===== config.mk =====
export PLATFORM = sky130hd
export DESIGN_NAME = umi_apb_top
export DESIGN_NICKNAME = d
export VERILOG_FILES = /design/src/common/umi_apb_pkg.sv /design/src/umi2apb/umi2apb_decode.sv /design/src/umi2apb/umi2apb_fsm.sv /design/src/umi2apb/umi2apb_timer.sv /design/src/umi2apb/umi2apb_datapath.sv /design/src/design/apb_regfile.sv /design/src/design/umi_apb_top.sv
export VERILOG_INCLUDE_DIRS = /design/src /design/src/common
export SDC_FILE = /design/constraint.sdc
export NUM_CORES = 1
export LEC_CHECK = 0
export BUFFER_PORTS_ARGS = -buffer_cell sky130_fd_sc_hd__buf_2
export CORE_MARGIN = 10
export CORE_UTILIZATION = 58
export DETAILED_ROUTE_END_ITERATION = 7
export PLACE_DENSITY = 0.77
export SLEW_MARGIN = 20
export SYNTH_ARGS = -nofsm -noshare
export SYNTH_HDL_FRONTEND = slang
export SYNTH_SLANG_ARGS = --single-unit

===== constraint.sdc =====
create_clock -name clk -period 6.8 [get_ports clk]
set_input_delay 0.68 -clock clk [delete_from_list [all_inputs] [get_ports clk]]
set_output_delay 0.68 -clock clk [all_outputs]
set_load 0.02 [all_outputs]

===== src/common/umi_apb_defs.svh =====
// Width, address group, timeout and register count macros, included by the package and by RTL
`ifndef UMI_APB_DEFS_SVH
`define UMI_APB_DEFS_SVH

// ########################################
// Bus widths
// ########################################
`define UMI_AW 64                  // UMI address width
`define UMI_DW 64                  // UMI data width
`define APB_RW 32                  // APB register width
`define APB_RAW 16                 // APB address width

// ########################################
// Address group check
// ########################################
`define UMI_APB_GRPOFFSET 24       // Group field LSB in dstaddr
`define UMI_APB_GRPAW 8            // Group field width, 0 turns the check off
`define UMI_APB_GRPID 8'h5A        // Group this bridge answers to

// ########################################
// Bridge and target limits
// ########################################
`define UMI_APB_TIMEOUT 8          // Access cycles before abort

`define APB_NREGS 16               // Target register count

`endif


===== src/common/umi_apb_pkg.sv =====
// Shared UMI packet and APB bus types, referenced by scoped name from every bridge block
`include "umi_apb_defs.svh"

package umi_apb_pkg;

   // ########################################
   // UMI command word
   // ########################################
   typedef enum logic [4:0] {
      INVALID    = 5'd0,
      REQ_READ   = 5'd1,
      RESP_READ  = 5'd2,
      REQ_WRITE  = 5'd3,
      RESP_WRITE = 5'd4,
      REQ_POSTED = 5'd5,
      REQ_RDMA   = 5'd7,
      REQ_ATOMIC = 5'd9
   } umi_opcode_e;

   // Listed MSB first, opcode sits in bits 4:0
   typedef struct packed {
      logic [4:0]  hostid;
      logic [1:0]  user_err;       // User bits on request, error on response
      logic        ex;
      logic        eof;
      logic        eom;
      logic [1:0]  prot;
      logic [3:0]  qos;
      logic [7:0]  len;            // Echoed only
      logic [2:0]  size;           // Echoed only
      umi_opcode_e opcode;
   } umi_cmd_t;

   typedef struct packed {
      umi_cmd_t            cmd;
      logic [`UMI_AW-1:0]  dstaddr;
      logic [`UMI_AW-1:0]  srcaddr;
      logic [`UMI_DW-1:0]  data;
   } umi_pkt_t;

   // What the bridge does with a request
   typedef enum logic [1:0] {ACC_DROP, ACC_READ, ACC_WRITE, ACC_POSTED} umi_access_e;

   // Response error codes
   localparam logic [1:0] UMI_ERR_OK      = 2'b00;
   localparam logic [1:0] UMI_ERR_SLV     = 2'b10;   // pslverr from target
   localparam logic [1:0] UMI_ERR_TIMEOUT = 2'b11;   // Access aborted by timer

   // ########################################
   // APB
   // ########################################
   typedef struct packed {
      logic                  psel;
      logic                  penable;
      logic                  pwrite;
      logic [`APB_RAW-1:0]   paddr;
      logic [`APB_RW-1:0]    pwdata;
      logic [`APB_RW/8-1:0]  pstrb;
      logic [2:0]            pprot;
   } apb_req_t;

   typedef struct packed {
      logic                pready;
      logic [`APB_RW-1:0]  prdata;
      logic                pslverr;
   } apb_rsp_t;

endpackage


===== src/umi2apb/umi2apb_decode.sv =====
// Combinational request classifier for the bridge, sorts each request into an APB access kind
`timescale 1ns/1ps
`include "umi_apb_defs.svh"

module umi2apb_decode (
   input  umi_apb_pkg::umi_pkt_t     req,     // Live request
   output umi_apb_pkg::umi_access_e  kind     // Access class
);

   logic group_match;                         // dstaddr is in our group

   // ########################################
   // Address group
   // ########################################
   generate
      if (`UMI_APB_GRPAW == 0) begin : g_no_group
         assign group_match = 1'b1;           // Check off, accept all
      end else begin : g_group
         localparam logic [`UMI_APB_GRPAW-1:0] grp_id = `UMI_APB_GRPID;
         assign group_match =
            (req.dstaddr[`UMI_APB_GRPOFFSET +: `UMI_APB_GRPAW] == grp_id);
      end
   endgenerate

   // ########################################
   // Opcode map
   // ########################################
   always_comb begin
      kind = umi_apb_pkg::ACC_DROP;           // Miss or unsupported
      if (group_match) begin
         case (req.cmd.opcode)
            umi_apb_pkg::REQ_READ:   kind = umi_apb_pkg::ACC_READ;
            umi_apb_pkg::REQ_WRITE:  kind = umi_apb_pkg::ACC_WRITE;
            umi_apb_pkg::REQ_POSTED: kind = umi_apb_pkg::ACC_POSTED;
            // Atomics, RDMA, invalid and stray responses vanish here
            default:                 kind = umi_apb_pkg::ACC_DROP;
         endcase
      end
   end

endmodule


===== src/umi2apb/umi2apb_fsm.sv =====
// Bridge control FSM, sequences APB setup and access phases and the UMI response handshake
`timescale 1ns/1ps
`include "umi_apb_defs.svh"

module umi2apb_fsm (
   input  logic                      clk,
   input  logic                      nreset,
   input  logic                      req_valid,
   input  umi_apb_pkg::umi_access_e  kind,         // From decode, accept cycle only
   input  logic                      pready,
   input  logic                      pslverr,
   input  logic                      expired,      // Timer hit the limit
   input  logic                      resp_ready,
   output logic                      req_ready,
   output logic                      psel,
   output logic                      penable,
   output logic                      capture,      // Latch request
   output logic                      done,         // Latch result
   output logic [1:0]                err_sel,
   output logic                      timer_run,
   output logic                      resp_valid
);

   typedef enum logic [1:0] {IDLE, ACCESS, RESP} state_e;

   state_e state_q;
   state_e state_d;
   logic   posted_q;                               // Current access needs no response

   // ########################################
   // Outputs
   // ########################################
   assign req_ready  = (state_q == IDLE);          // One transaction in flight
   assign capture    = req_ready & req_valid & (kind != umi_apb_pkg::ACC_DROP);
   assign penable    = (state_q == ACCESS);
   assign psel       = capture | penable;          // Setup phase is the accept cycle
   assign timer_run  = penable;
   assign done       = penable & (pready | expired); // pready wins a tie
   assign resp_valid = (state_q == RESP);
   assign err_sel    = !pready ? umi_apb_pkg::UMI_ERR_TIMEOUT :
                       pslverr ? umi_apb_pkg::UMI_ERR_SLV : umi_apb_pkg::UMI_ERR_OK;

   // ########################################
   // State
   // ########################################
   always_comb begin
      state_d = state_q;
      case (state_q)
         IDLE: begin
            if (capture)
               state_d = ACCESS;
         end
         ACCESS: begin
            if (done)
               state_d = posted_q ? IDLE : RESP;   // Posted write ends here
         end
         RESP: begin
            if (resp_ready)
               state_d = IDLE;
         end
         default: state_d = IDLE;
      endcase
   end

   always_ff @(posedge clk or negedge nreset) begin
      if (!nreset) begin
         state_q  <= IDLE;
         posted_q <= 1'b0;
      end else begin
         state_q <= state_d;
         if (capture)
            posted_q <= (kind == umi_apb_pkg::ACC_POSTED);
      end
   end

   // Timer must cut every access phase short
   assert property (@(posedge clk) disable iff (!nreset)
                    penable |-> ##[0:`UMI_APB_TIMEOUT-1] done)
      else $error("access phase ran past the timeout");

   assert property (@(posedge clk) disable iff (!nreset) pready |-> penable)
      else $error("pready outside the access phase");

endmodule


===== src/umi2apb/umi2apb_timer.sv =====
// Access phase watchdog for the bridge, flags an APB access that has waited too long
`timescale 1ns/1ps
`include "umi_apb_defs.svh"

module umi2apb_timer (
   input  logic clk,
   input  logic nreset,
   input  logic run,        // High through the access phase
   output logic expired     // Held until run drops
);

   // Count holds cycles already spent, so the limit is one less
   localparam int limit = `UMI_APB_TIMEOUT - 1;
   localparam int cw    = $clog2(`UMI_APB_TIMEOUT + 1);

   logic [cw-1:0] count_q;

   // ########################################
   // Saturating counter
   // ########################################
   always_ff @(posedge clk or negedge nreset) begin
      if (!nreset) begin
         count_q <= '0;
      end else if (!run) begin
         count_q <= '0;                            // Idle or setup, restart
      end else if (count_q != cw'(limit)) begin
         count_q <= count_q + 1'b1;
      end
   end

   // Rises in access cycle UMI_APB_TIMEOUT
   assign expired = run & (count_q == cw'(limit));

endmodule


===== src/umi2apb/umi2apb_datapath.sv =====
// Bridge datapath, holds the request, feeds APB address and data and assembles the response
`timescale 1ns/1ps
`include "umi_apb_defs.svh"

module umi2apb_datapath (
   input  logic                   clk,
   input  logic                   nreset,
   input  umi_apb_pkg::umi_pkt_t  req,            // Live request
   input  logic                   capture,        // Accept strobe
   input  logic                   done,           // Completion strobe
   input  logic [1:0]             err_code,
   input  logic [`APB_RW-1:0]     prdata,
   output umi_apb_pkg::apb_req_t  apb_addr_data,  // psel, penable left 0
   output umi_apb_pkg::umi_pkt_t  resp
);

   umi_apb_pkg::umi_pkt_t  req_q;                  // Held request
   umi_apb_pkg::umi_pkt_t  src;                    // Source of APB fields
   umi_apb_pkg::umi_cmd_t  resp_cmd;
   logic [`APB_RW-1:0]     rdata_q;
   logic [1:0]             err_q;
   logic                   held_read;

   // ########################################
   // Request side
   // ########################################
   always_ff @(posedge clk) begin
      if (capture)
         req_q <= req;
   end

   assign src       = capture ? req : req_q;       // Live in setup cycle
   assign held_read = (req_q.cmd.opcode == umi_apb_pkg::REQ_READ);

   always_comb begin
      apb_addr_data        = '0;
      apb_addr_data.pwrite = (src.cmd.opcode == umi_apb_pkg::REQ_WRITE) |
                             (src.cmd.opcode == umi_apb_pkg::REQ_POSTED);
      apb_addr_data.paddr  = src.dstaddr[`APB_RAW-1:0];
      apb_addr_data.pwdata = src.data[`APB_RW-1:0];
      apb_addr_data.pstrb  = '1;                   // Full register only
      apb_addr_data.pprot  = {1'b0, src.cmd.prot};
   end

   // ########################################
   // Response side
   // ########################################
   always_ff @(posedge clk or negedge nreset) begin
      if (!nreset) begin
         rdata_q <= '0;
         err_q   <= umi_apb_pkg::UMI_ERR_OK;
      end else if (done) begin
         err_q   <= err_code;
         // Writes and aborted reads return zero
         rdata_q <= (held_read && err_code != umi_apb_pkg::UMI_ERR_TIMEOUT) ? prdata : '0;
      end
   end

   always_comb begin
      resp_cmd          = req_q.cmd;               // size, len and the rest echo
      resp_cmd.opcode   = held_read ? umi_apb_pkg::RESP_READ : umi_apb_pkg::RESP_WRITE;
      resp_cmd.user_err = err_q;
   end

   always_comb begin
      resp.cmd     = resp_cmd;
      resp.dstaddr = req_q.srcaddr;                // Back to the sender
      resp.srcaddr = req_q.dstaddr;
      resp.data    = {{(`UMI_DW - `APB_RW){1'b0}}, rdata_q};
   end

endmodule


===== src/design/apb_regfile.sv =====
// APB register target with programmable wait states, sits behind the bridge as a slow peripheral
`timescale 1ns/1ps
`include "umi_apb_defs.svh"

module apb_regfile (
   input  logic                   clk,
   input  logic                   nreset,
   input  umi_apb_pkg::apb_req_t  apb,
   output umi_apb_pkg::apb_rsp_t  apb_rsp
);

   localparam int iw   = $clog2(`APB_NREGS);        // Index bits
   localparam int span = `APB_NREGS * (`APB_RW / 8); // Decoded bytes

   logic [`APB_RW-1:0] regs_q [`APB_NREGS];
   logic [iw-1:0]      idx;
   logic               in_range;
   logic               access;                      // Access phase
   logic               ready;
   logic [3:0]         wait_cfg;                    // W from register 0
   logic [3:0]         wait_q;

   assign idx      = apb.paddr[iw+1:2];             // Word index
   assign in_range = (apb.paddr < `APB_RAW'(span));
   assign access   = apb.psel & apb.penable;
   assign wait_cfg = regs_q[0][3:0];
   assign ready    = access & (wait_q == wait_cfg); // Access cycle W+1

   // ########################################
   // Wait states
   // ########################################
   always_ff @(posedge clk or negedge nreset) begin
      if (!nreset) begin
         wait_q <= '0;
      end else if (!access || ready) begin
         wait_q <= '0;                              // Restart each access
      end else begin
         wait_q <= wait_q + 1'b1;
      end
   end

   // ########################################
   // Registers
   // ########################################
   always_ff @(posedge clk or negedge nreset) begin
      if (!nreset) begin
         for (int i = 0; i < `APB_NREGS; i++)
            regs_q[i] <= '0;
      end else if (ready && apb.pwrite && in_range) begin
         for (int b = 0; b < `APB_RW / 8; b++) begin
            if (apb.pstrb[b])
               regs_q[idx][8*b +: 8] <= apb.pwdata[8*b +: 8];
         end
      end
   end

   assign apb_rsp.pready  = ready;
   assign apb_rsp.prdata  = in_range ? regs_q[idx] : '0;
   assign apb_rsp.pslverr = access & ~in_range;     // Out of range, no write

   assert property (@(posedge clk) disable iff (!nreset) apb.penable |-> $stable(apb.paddr))
      else $error("paddr changed during access phase");

endmodule


===== src/design/umi_apb_top.sv =====
// Subsystem top, joins the UMI to APB bridge blocks with the APB register target
`timescale 1ns/1ps

module umi_apb_top (
   input  logic                   clk,
   input  logic                   nreset,
   input  umi_apb_pkg::umi_pkt_t  req,
   input  logic                   req_valid,
   output logic                   req_ready,
   output umi_apb_pkg::umi_pkt_t  resp,
   output logic                   resp_valid,
   input  logic                   resp_ready
);

   umi_apb_pkg::umi_access_e kind;
   umi_apb_pkg::apb_req_t    apb_fields;            // From datapath
   umi_apb_pkg::apb_req_t    apb;                   // Full bus to target
   umi_apb_pkg::apb_rsp_t    apb_rsp;
   logic                     psel;
   logic                     penable;
   logic                     capture;
   logic                     done;
   logic                     timer_run;
   logic                     expired;
   logic [1:0]               err_sel;

   // ########################################
   // Bridge
   // ########################################
   umi2apb_decode i_decode (.req(req), .kind(kind));

   umi2apb_fsm i_fsm (
      .clk(clk), .nreset(nreset), .req_valid(req_valid), .kind(kind),
      .pready(apb_rsp.pready), .pslverr(apb_rsp.pslverr), .expired(expired),
      .resp_ready(resp_ready), .req_ready(req_ready), .psel(psel), .penable(penable),
      .capture(capture), .done(done), .err_sel(err_sel), .timer_run(timer_run),
      .resp_valid(resp_valid));

   umi2apb_timer i_timer (.clk(clk), .nreset(nreset), .run(timer_run), .expired(expired));

   umi2apb_datapath i_datapath (
      .clk(clk), .nreset(nreset), .req(req), .capture(capture), .done(done),
      .err_code(err_sel), .prdata(apb_rsp.prdata), .apb_addr_data(apb_fields), .resp(resp));

   // Phase controls from FSM, the rest from datapath
   assign apb = '{psel: psel, penable: penable, pwrite: apb_fields.pwrite,
                  paddr: apb_fields.paddr, pwdata: apb_fields.pwdata,
                  pstrb: apb_fields.pstrb, pprot: apb_fields.pprot};

   // ########################################
   // Target
   // ########################################
   apb_regfile i_regfile (.clk(clk), .nreset(nreset), .apb(apb), .apb_rsp(apb_rsp));

endmodule


After elaboration in Yosys (flattened, before gate mapping)
Cells that the tools add are included.

storage, ports and cells
  register bits = 779
  input bits = 228

operators by class
  add/subtract/negate cells = 2
  magnitude comparators = 3
  equality and inequality tests = 18
  muxes and demuxes = 34
  bitwise gates (word level) = 12
  reduce and logical (&&, ||, !) cells = 9

operators with widths
  cell                 number
  $bwmux 512           4
  $mux 512             3
  $demux 32 s4         4
  $mux 197             1
  $mux 32              5
  $bmux 32 s4          1
  $mux 24              1
  $lt 16x7->1 const B  1
  $mux 16              1
  $mux 2               7
  $mux 4               3
  $pmux 2 s3           2
  $eq 5x1->1 const B   2
  $eq 5x2->1 const B   2
  $eq 5x3->1 const B   2
  $add 4x1->4 const B  2
  $eq 8x7->1 const B   1
  $mux 8               1
  $and 1x1->1          7
  $ne 2x1->1 const B   3
  $ge 5x5->1 const B   1
  $lt 5x1->1 const B   1
  $not 4->5            1
  $eq 2x2->1 const B   2
  other kinds (14)     20

Longest topological paths before layout
  word-level depth = 18
  gate-level depth with buffers = 12
  depth with buffers taken out = 8

Modules after synthesis
Synthesis repeated with hierarchy kept, for this count alone.

second synthesis, totals
  cell total of the unflattened synthesis = 2173
  area total of the unflattened synthesis = 33522.2 um^2

by module, submodules not included
  module            times used  cells each  area an instance (um^2)
  apb_regfile       1           1477        23784.1
  umi2apb_datapath  1           649         9286.4
  umi2apb_timer     1           19          206.4
  umi2apb_fsm       1           19          198.9
  umi2apb_decode    1           9           46.3

Worst setup path after synthesis
Ideal clock, no wire load.

  path kind = in2reg
  from = input port req[159] (netlist name)
  to = register i_datapath.req_q (netlist bit i_datapath.resp[100]) (enable)
  arrival time = 5687 ps
  data required time = 6241 ps
  slack = 555 ps
  stages on the path = 7
  cells stage by stage = and4bb_2 and3_1 clkbuf_1 nand2_1 clkbuf_1 inv_1 clkbuf_1

between the ends
  longest elaborated chain between the ends = 4

ends and longest elaborated chain
  element                 line                    RTL
  start: declaration      umi_apb_top.sv:7        input umi_apb_pkg::umi_pkt_t req,
  $eq 8x7->1              umi2apb_decode.sv:21    (req.dstaddr[`UMI_APB_GRPOFFSET +: `UMI_APB_GRPAW] == grp_id);
  $mux 2                  umi2apb_decode.sv:30    if (group_match) begin
  $reduce_bool 2->1       umi2apb_fsm.sv:34       assign capture = req_ready & req_valid & (kind != umi_apb_pkg::ACC_DROP);
  $and 1x1->1             umi2apb_fsm.sv:34
  end signal: assignment  umi2apb_datapath.sv:29  req_q <= req;
  end: declaration        umi2apb_datapath.sv:17  umi_apb_pkg::umi_pkt_t req_q;

Every way passes these cells.
A chain may end at the register's enable or synchronous reset.

Final worst setup path
  from = register i_fsm.state_q[1]
  to = register i_regfile.regs_q[346] (netlist name)

between the ends
  longest elaborated chain between the ends = 13

ends and longest elaborated chain
  element                          line                    RTL
  start: declaration               umi2apb_fsm.sv:26       state_e state_q;
  start signal: assignment         umi2apb_fsm.sv:70       state_q <= state_d;
  $logic_not 2->1                  umi2apb_fsm.sv:33       assign req_ready = (state_q == IDLE);
  $and 1x1->1 (2 in series)        umi2apb_fsm.sv:34
  $mux 197                         umi2apb_datapath.sv:32  assign src = capture ? req : req_q;
  $not 4->5 (implied by the code)  apb_regfile.sv:52       regs_q[idx][8*b +: 8] <= apb.pwdata[8*b +: 8];
  $demux 32 s4                     apb_regfile.sv:52
  $bwmux 512                       apb_regfile.sv:52
  $mux 512                         apb_regfile.sv:49       end else if (ready && apb.pwrite && in_range) begin
  $bwmux 512                       apb_regfile.sv:52
  $mux 512                         apb_regfile.sv:49
  $bwmux 512                       apb_regfile.sv:52
  $mux 512                         apb_regfile.sv:49
  $bwmux 512                       apb_regfile.sv:52
  end signal: indexed assignment   apb_regfile.sv:52
  end: declaration                 apb_regfile.sv:15       logic [`APB_RW-1:0] regs_q [`APB_NREGS];

Several ways; a longest one is shown, not always the timed one. The select of a mux whose other input is x is not followed.

==> impl_metrics.tcl <==
set metrics [dict create \
    run_status "finished clean" \
    rsz0062_at_grt "no" \
    ys_types 55 \
    busiest_layer "met2" \
    drc 0 \
    drv_cap 0 \
    drtIter0Drc 3164 \
    pre_cts_ws_ps 1890 \
    worstPathRequired_ps 7270 \
    io_pins 454 \
    vias 27538 \
    rows 88 \
    cts_max_level 3 \
    first_global_vias 26373 \
    min_period_over_period 0.648 \
    use_met3 0.0583 \
    r2r_end "i_regfile.regs_q[346]" \
    vdd_drop_max_v 0.000227 \
    hold_class "input pin to async pin" \
    postCtsHoldBufs 0 \
    yosys_register_bits 747 \
    drive_above_1_share 0.168 \
    fin_util 0.650 \
    reg2reg_depth 10 \
    hpwl_mm 57.7 \
    cts_buffers 76 \
    antenna_left 0 \
    cp-start-kind "register" \
    ys_warn_count 0 \
    cts-resized-gates 0 \
    slew_headroom 0.236 \
    met1_usage 0.385 \
    grt_usage 0.289 \
    report.final.slew_viol_count 0 \
    p_total_mw 8.88 \
    clk_latency_ps 630 \
    area_delta_synth_final_pct 10.7 \
    firstDrtPassIters 6 \
    cts_root_buf "clkbuf_16" \
    core_area_um2 57900 \
    powerDensity_nw_per_um2 236 \
    synth_area_per_cell_um2 9.33 \
    routed_wl_mm 101 \
    grt_pass1_wl_mm 155 \
    design_area_um2 37600 \
    synthFlopType "dfrtp_1" \
    syn-cell-area_um2 34000 \
    die_area_um2 68700 \
    p_leak_nw 16.2 \
    port_buffers 384 \
    crit_arrival_ps 4880 \
    end_kind "register" \
    overflow 0 \
    cts_buffer_depth 3 \
    critPathKind "register to register" \
    reg2reg_slack_ps 2390 \
    setup_ws_ps 2390 \
    routabilityCongestion 0.814 \
    max_slew.worst_pin.slew_ps 1150 \
    critPathMaxFanout 40 \
    initial_utilization 0.587 \
    cts_tree "built" \
    place_area_um2 35200 \
    clk_pin_slew_ps 60 \
    fin_nets 3945 \
    cts_num_sinks 747 \
    crit_start "i_fsm.state_q[1]" \
    fin_cells 4546 \
    skew_ps 23.1 \
    fp.dieH_um 262 \
    grt_antenna_before_repair 3 \
    grt_max_degree 189 \
    r2r_start "i_fsm.state_q[1]" \
    grt.met2_usage 0.465 \
    fin_setup_tns_ps 0 \
    period_needed_ps 4410 \
    synth_cells 3645 \
    ys_async_sr_fraction 0.746 \
    drt-vias-per-instance 6.06 \
    die_w_um 262 \
    post_cts_buffers 0 \
    max_freq_mhz 227 \
    setup_violations 0 \
    hold_viol_final 0 \
    placedCellCount 4402 \
    fillers 4679 \
    synth_edf_count 139 \
    holdWs_ps 115 \
    yosysSeqAreaShare 0.563 \
    wl_per_cell_um 22.3 \
]
[cell type report]
type                            count  area, um2  share of cell area
Clock buffer                      118       2230              0.0593
Multi-Input combinational cell   2386      12300               0.326
Antenna cell                        3       7.51            0.000199
Tap cell                          765        957              0.0254
Sequential cell                   747      19100               0.508
Inverter                           43        166             0.00442
Clock inverter                     23        221             0.00588
Timing Repair Buffer              461       2640              0.0702
[cells by family (layout without fill, tap and decap cells)]
| logic type | after synthesis | in the layout | synth area share |
|---|---|---|---|
| DFF | 747 | 747 | 0.563 |
| buffers and inverters | 546 | 645 | 0.0858 |
| and+or+nand+nor | 1288 | 1288 | 0.168 |
| xor gates and xnor gates | 7 | 7 | 0.00180 |
| AOI/OAI and AO/OA | 1013 | 1013 | 0.169 |
| other | 1 | 38 | 0.000110 |
| adders and majority gates | 2 | 2 | 0.000736 |
| muxes | 41 | 41 | 0.0121 |
[metal layers]
metal  wire length (um)  vias up  part of all wire
li1                   -    12607                 -
met1              40800    13365              0.40
met2              47700     1352              0.47
met3               9620      214             0.095
met4               3110        0             0.031
met5                  0        -                 0
[worst max path at each step]
stage                                  to  slack, ps  cells past startpoint
floorplan            i_datapath.resp[100]        550                      7
global placement    i_regfile.regs_q[342]       1860                     11
detailed placement  i_regfile.regs_q[340]       1890                     11
CTS                 i_regfile.regs_q[340]       2410                      8
global route        i_regfile.regs_q[372]       2130                      8
finish              i_regfile.regs_q[346]       2390                     10
[sequential cells by signal (all words and copies together) (netlist names)]
register,flops
i_fsm.posted_q,1
i_fsm.state_q,2
i_datapath.rdata_q,32
i_datapath.req_q,37
i_datapath.resp,153
i_timer.count_q,4
i_regfile.regs_q,512
i_datapath.err_q,2
i_regfile.wait_q,4
[cells in the final DEF, fill, tap and decap left out, types with 62 or more instances in the layout]
cell and count:
a32oi_1 62, nand2_1 705, nor2_1 145, nand2b_1 66
o21ai_1 120, o21ai_0 547, nand3_1 285, buf_4 67
a22oi_1 62, edfxtp_1 139, clkbuf_16 77, a21oi_1 100
dfrtp_1 557, a211oi_1 64, buf_2 382
[where the power goes]
group          internal (mW)  total [mW]  switching [mW]
Sequential              4.56        4.56         0.00244
Combinational         0.0616       0.223           0.161
Clock                   2.32        4.10            1.77
Total                   6.94        8.88            1.94
[worst max-delay path, cell delays in order, from the launching register on]
cell and delay [ps]:
dfrtp_1 420, and4bb_1 380, and4_1 400, a21boi_2 200, nor2_4 470, inv_2 310
buf_4 360, or4b_2 1040, buf_4 400, nand2_1 130, o21ai_1 60
[synth_stat cells, drive strengths merged, types with 2 or more instances]
master	number	share of area
clkbuf	253	0.028
dfrtp	557	0.41
and4	4	0.0010
dfxtp	51	0.030
o21ai	675	0.10
edfxtp	139	0.12
a31oi	34	0.0063
nor2b	2	0.00037
nand2	707	0.078
a32oi	62	0.016
nand2b	66	0.012
xnor2	2	0.00052
inv	43	0.0047
and2	5	0.00092
buf	250	0.053
xor2	5	0.0013
mux2i	41	0.012
nand4	46	0.010
a22oi	65	0.014
ha	2	0.00074
nor4	4	0.00092
nor3	7	0.0010
a21oi	102	0.015
or4b	3	0.00088
and3	3	0.00055
a211oi	67	0.015
nand3	287	0.042
nor2	147	0.017
and4bb	2	0.00074
Power figures use the tool's default switching activity.
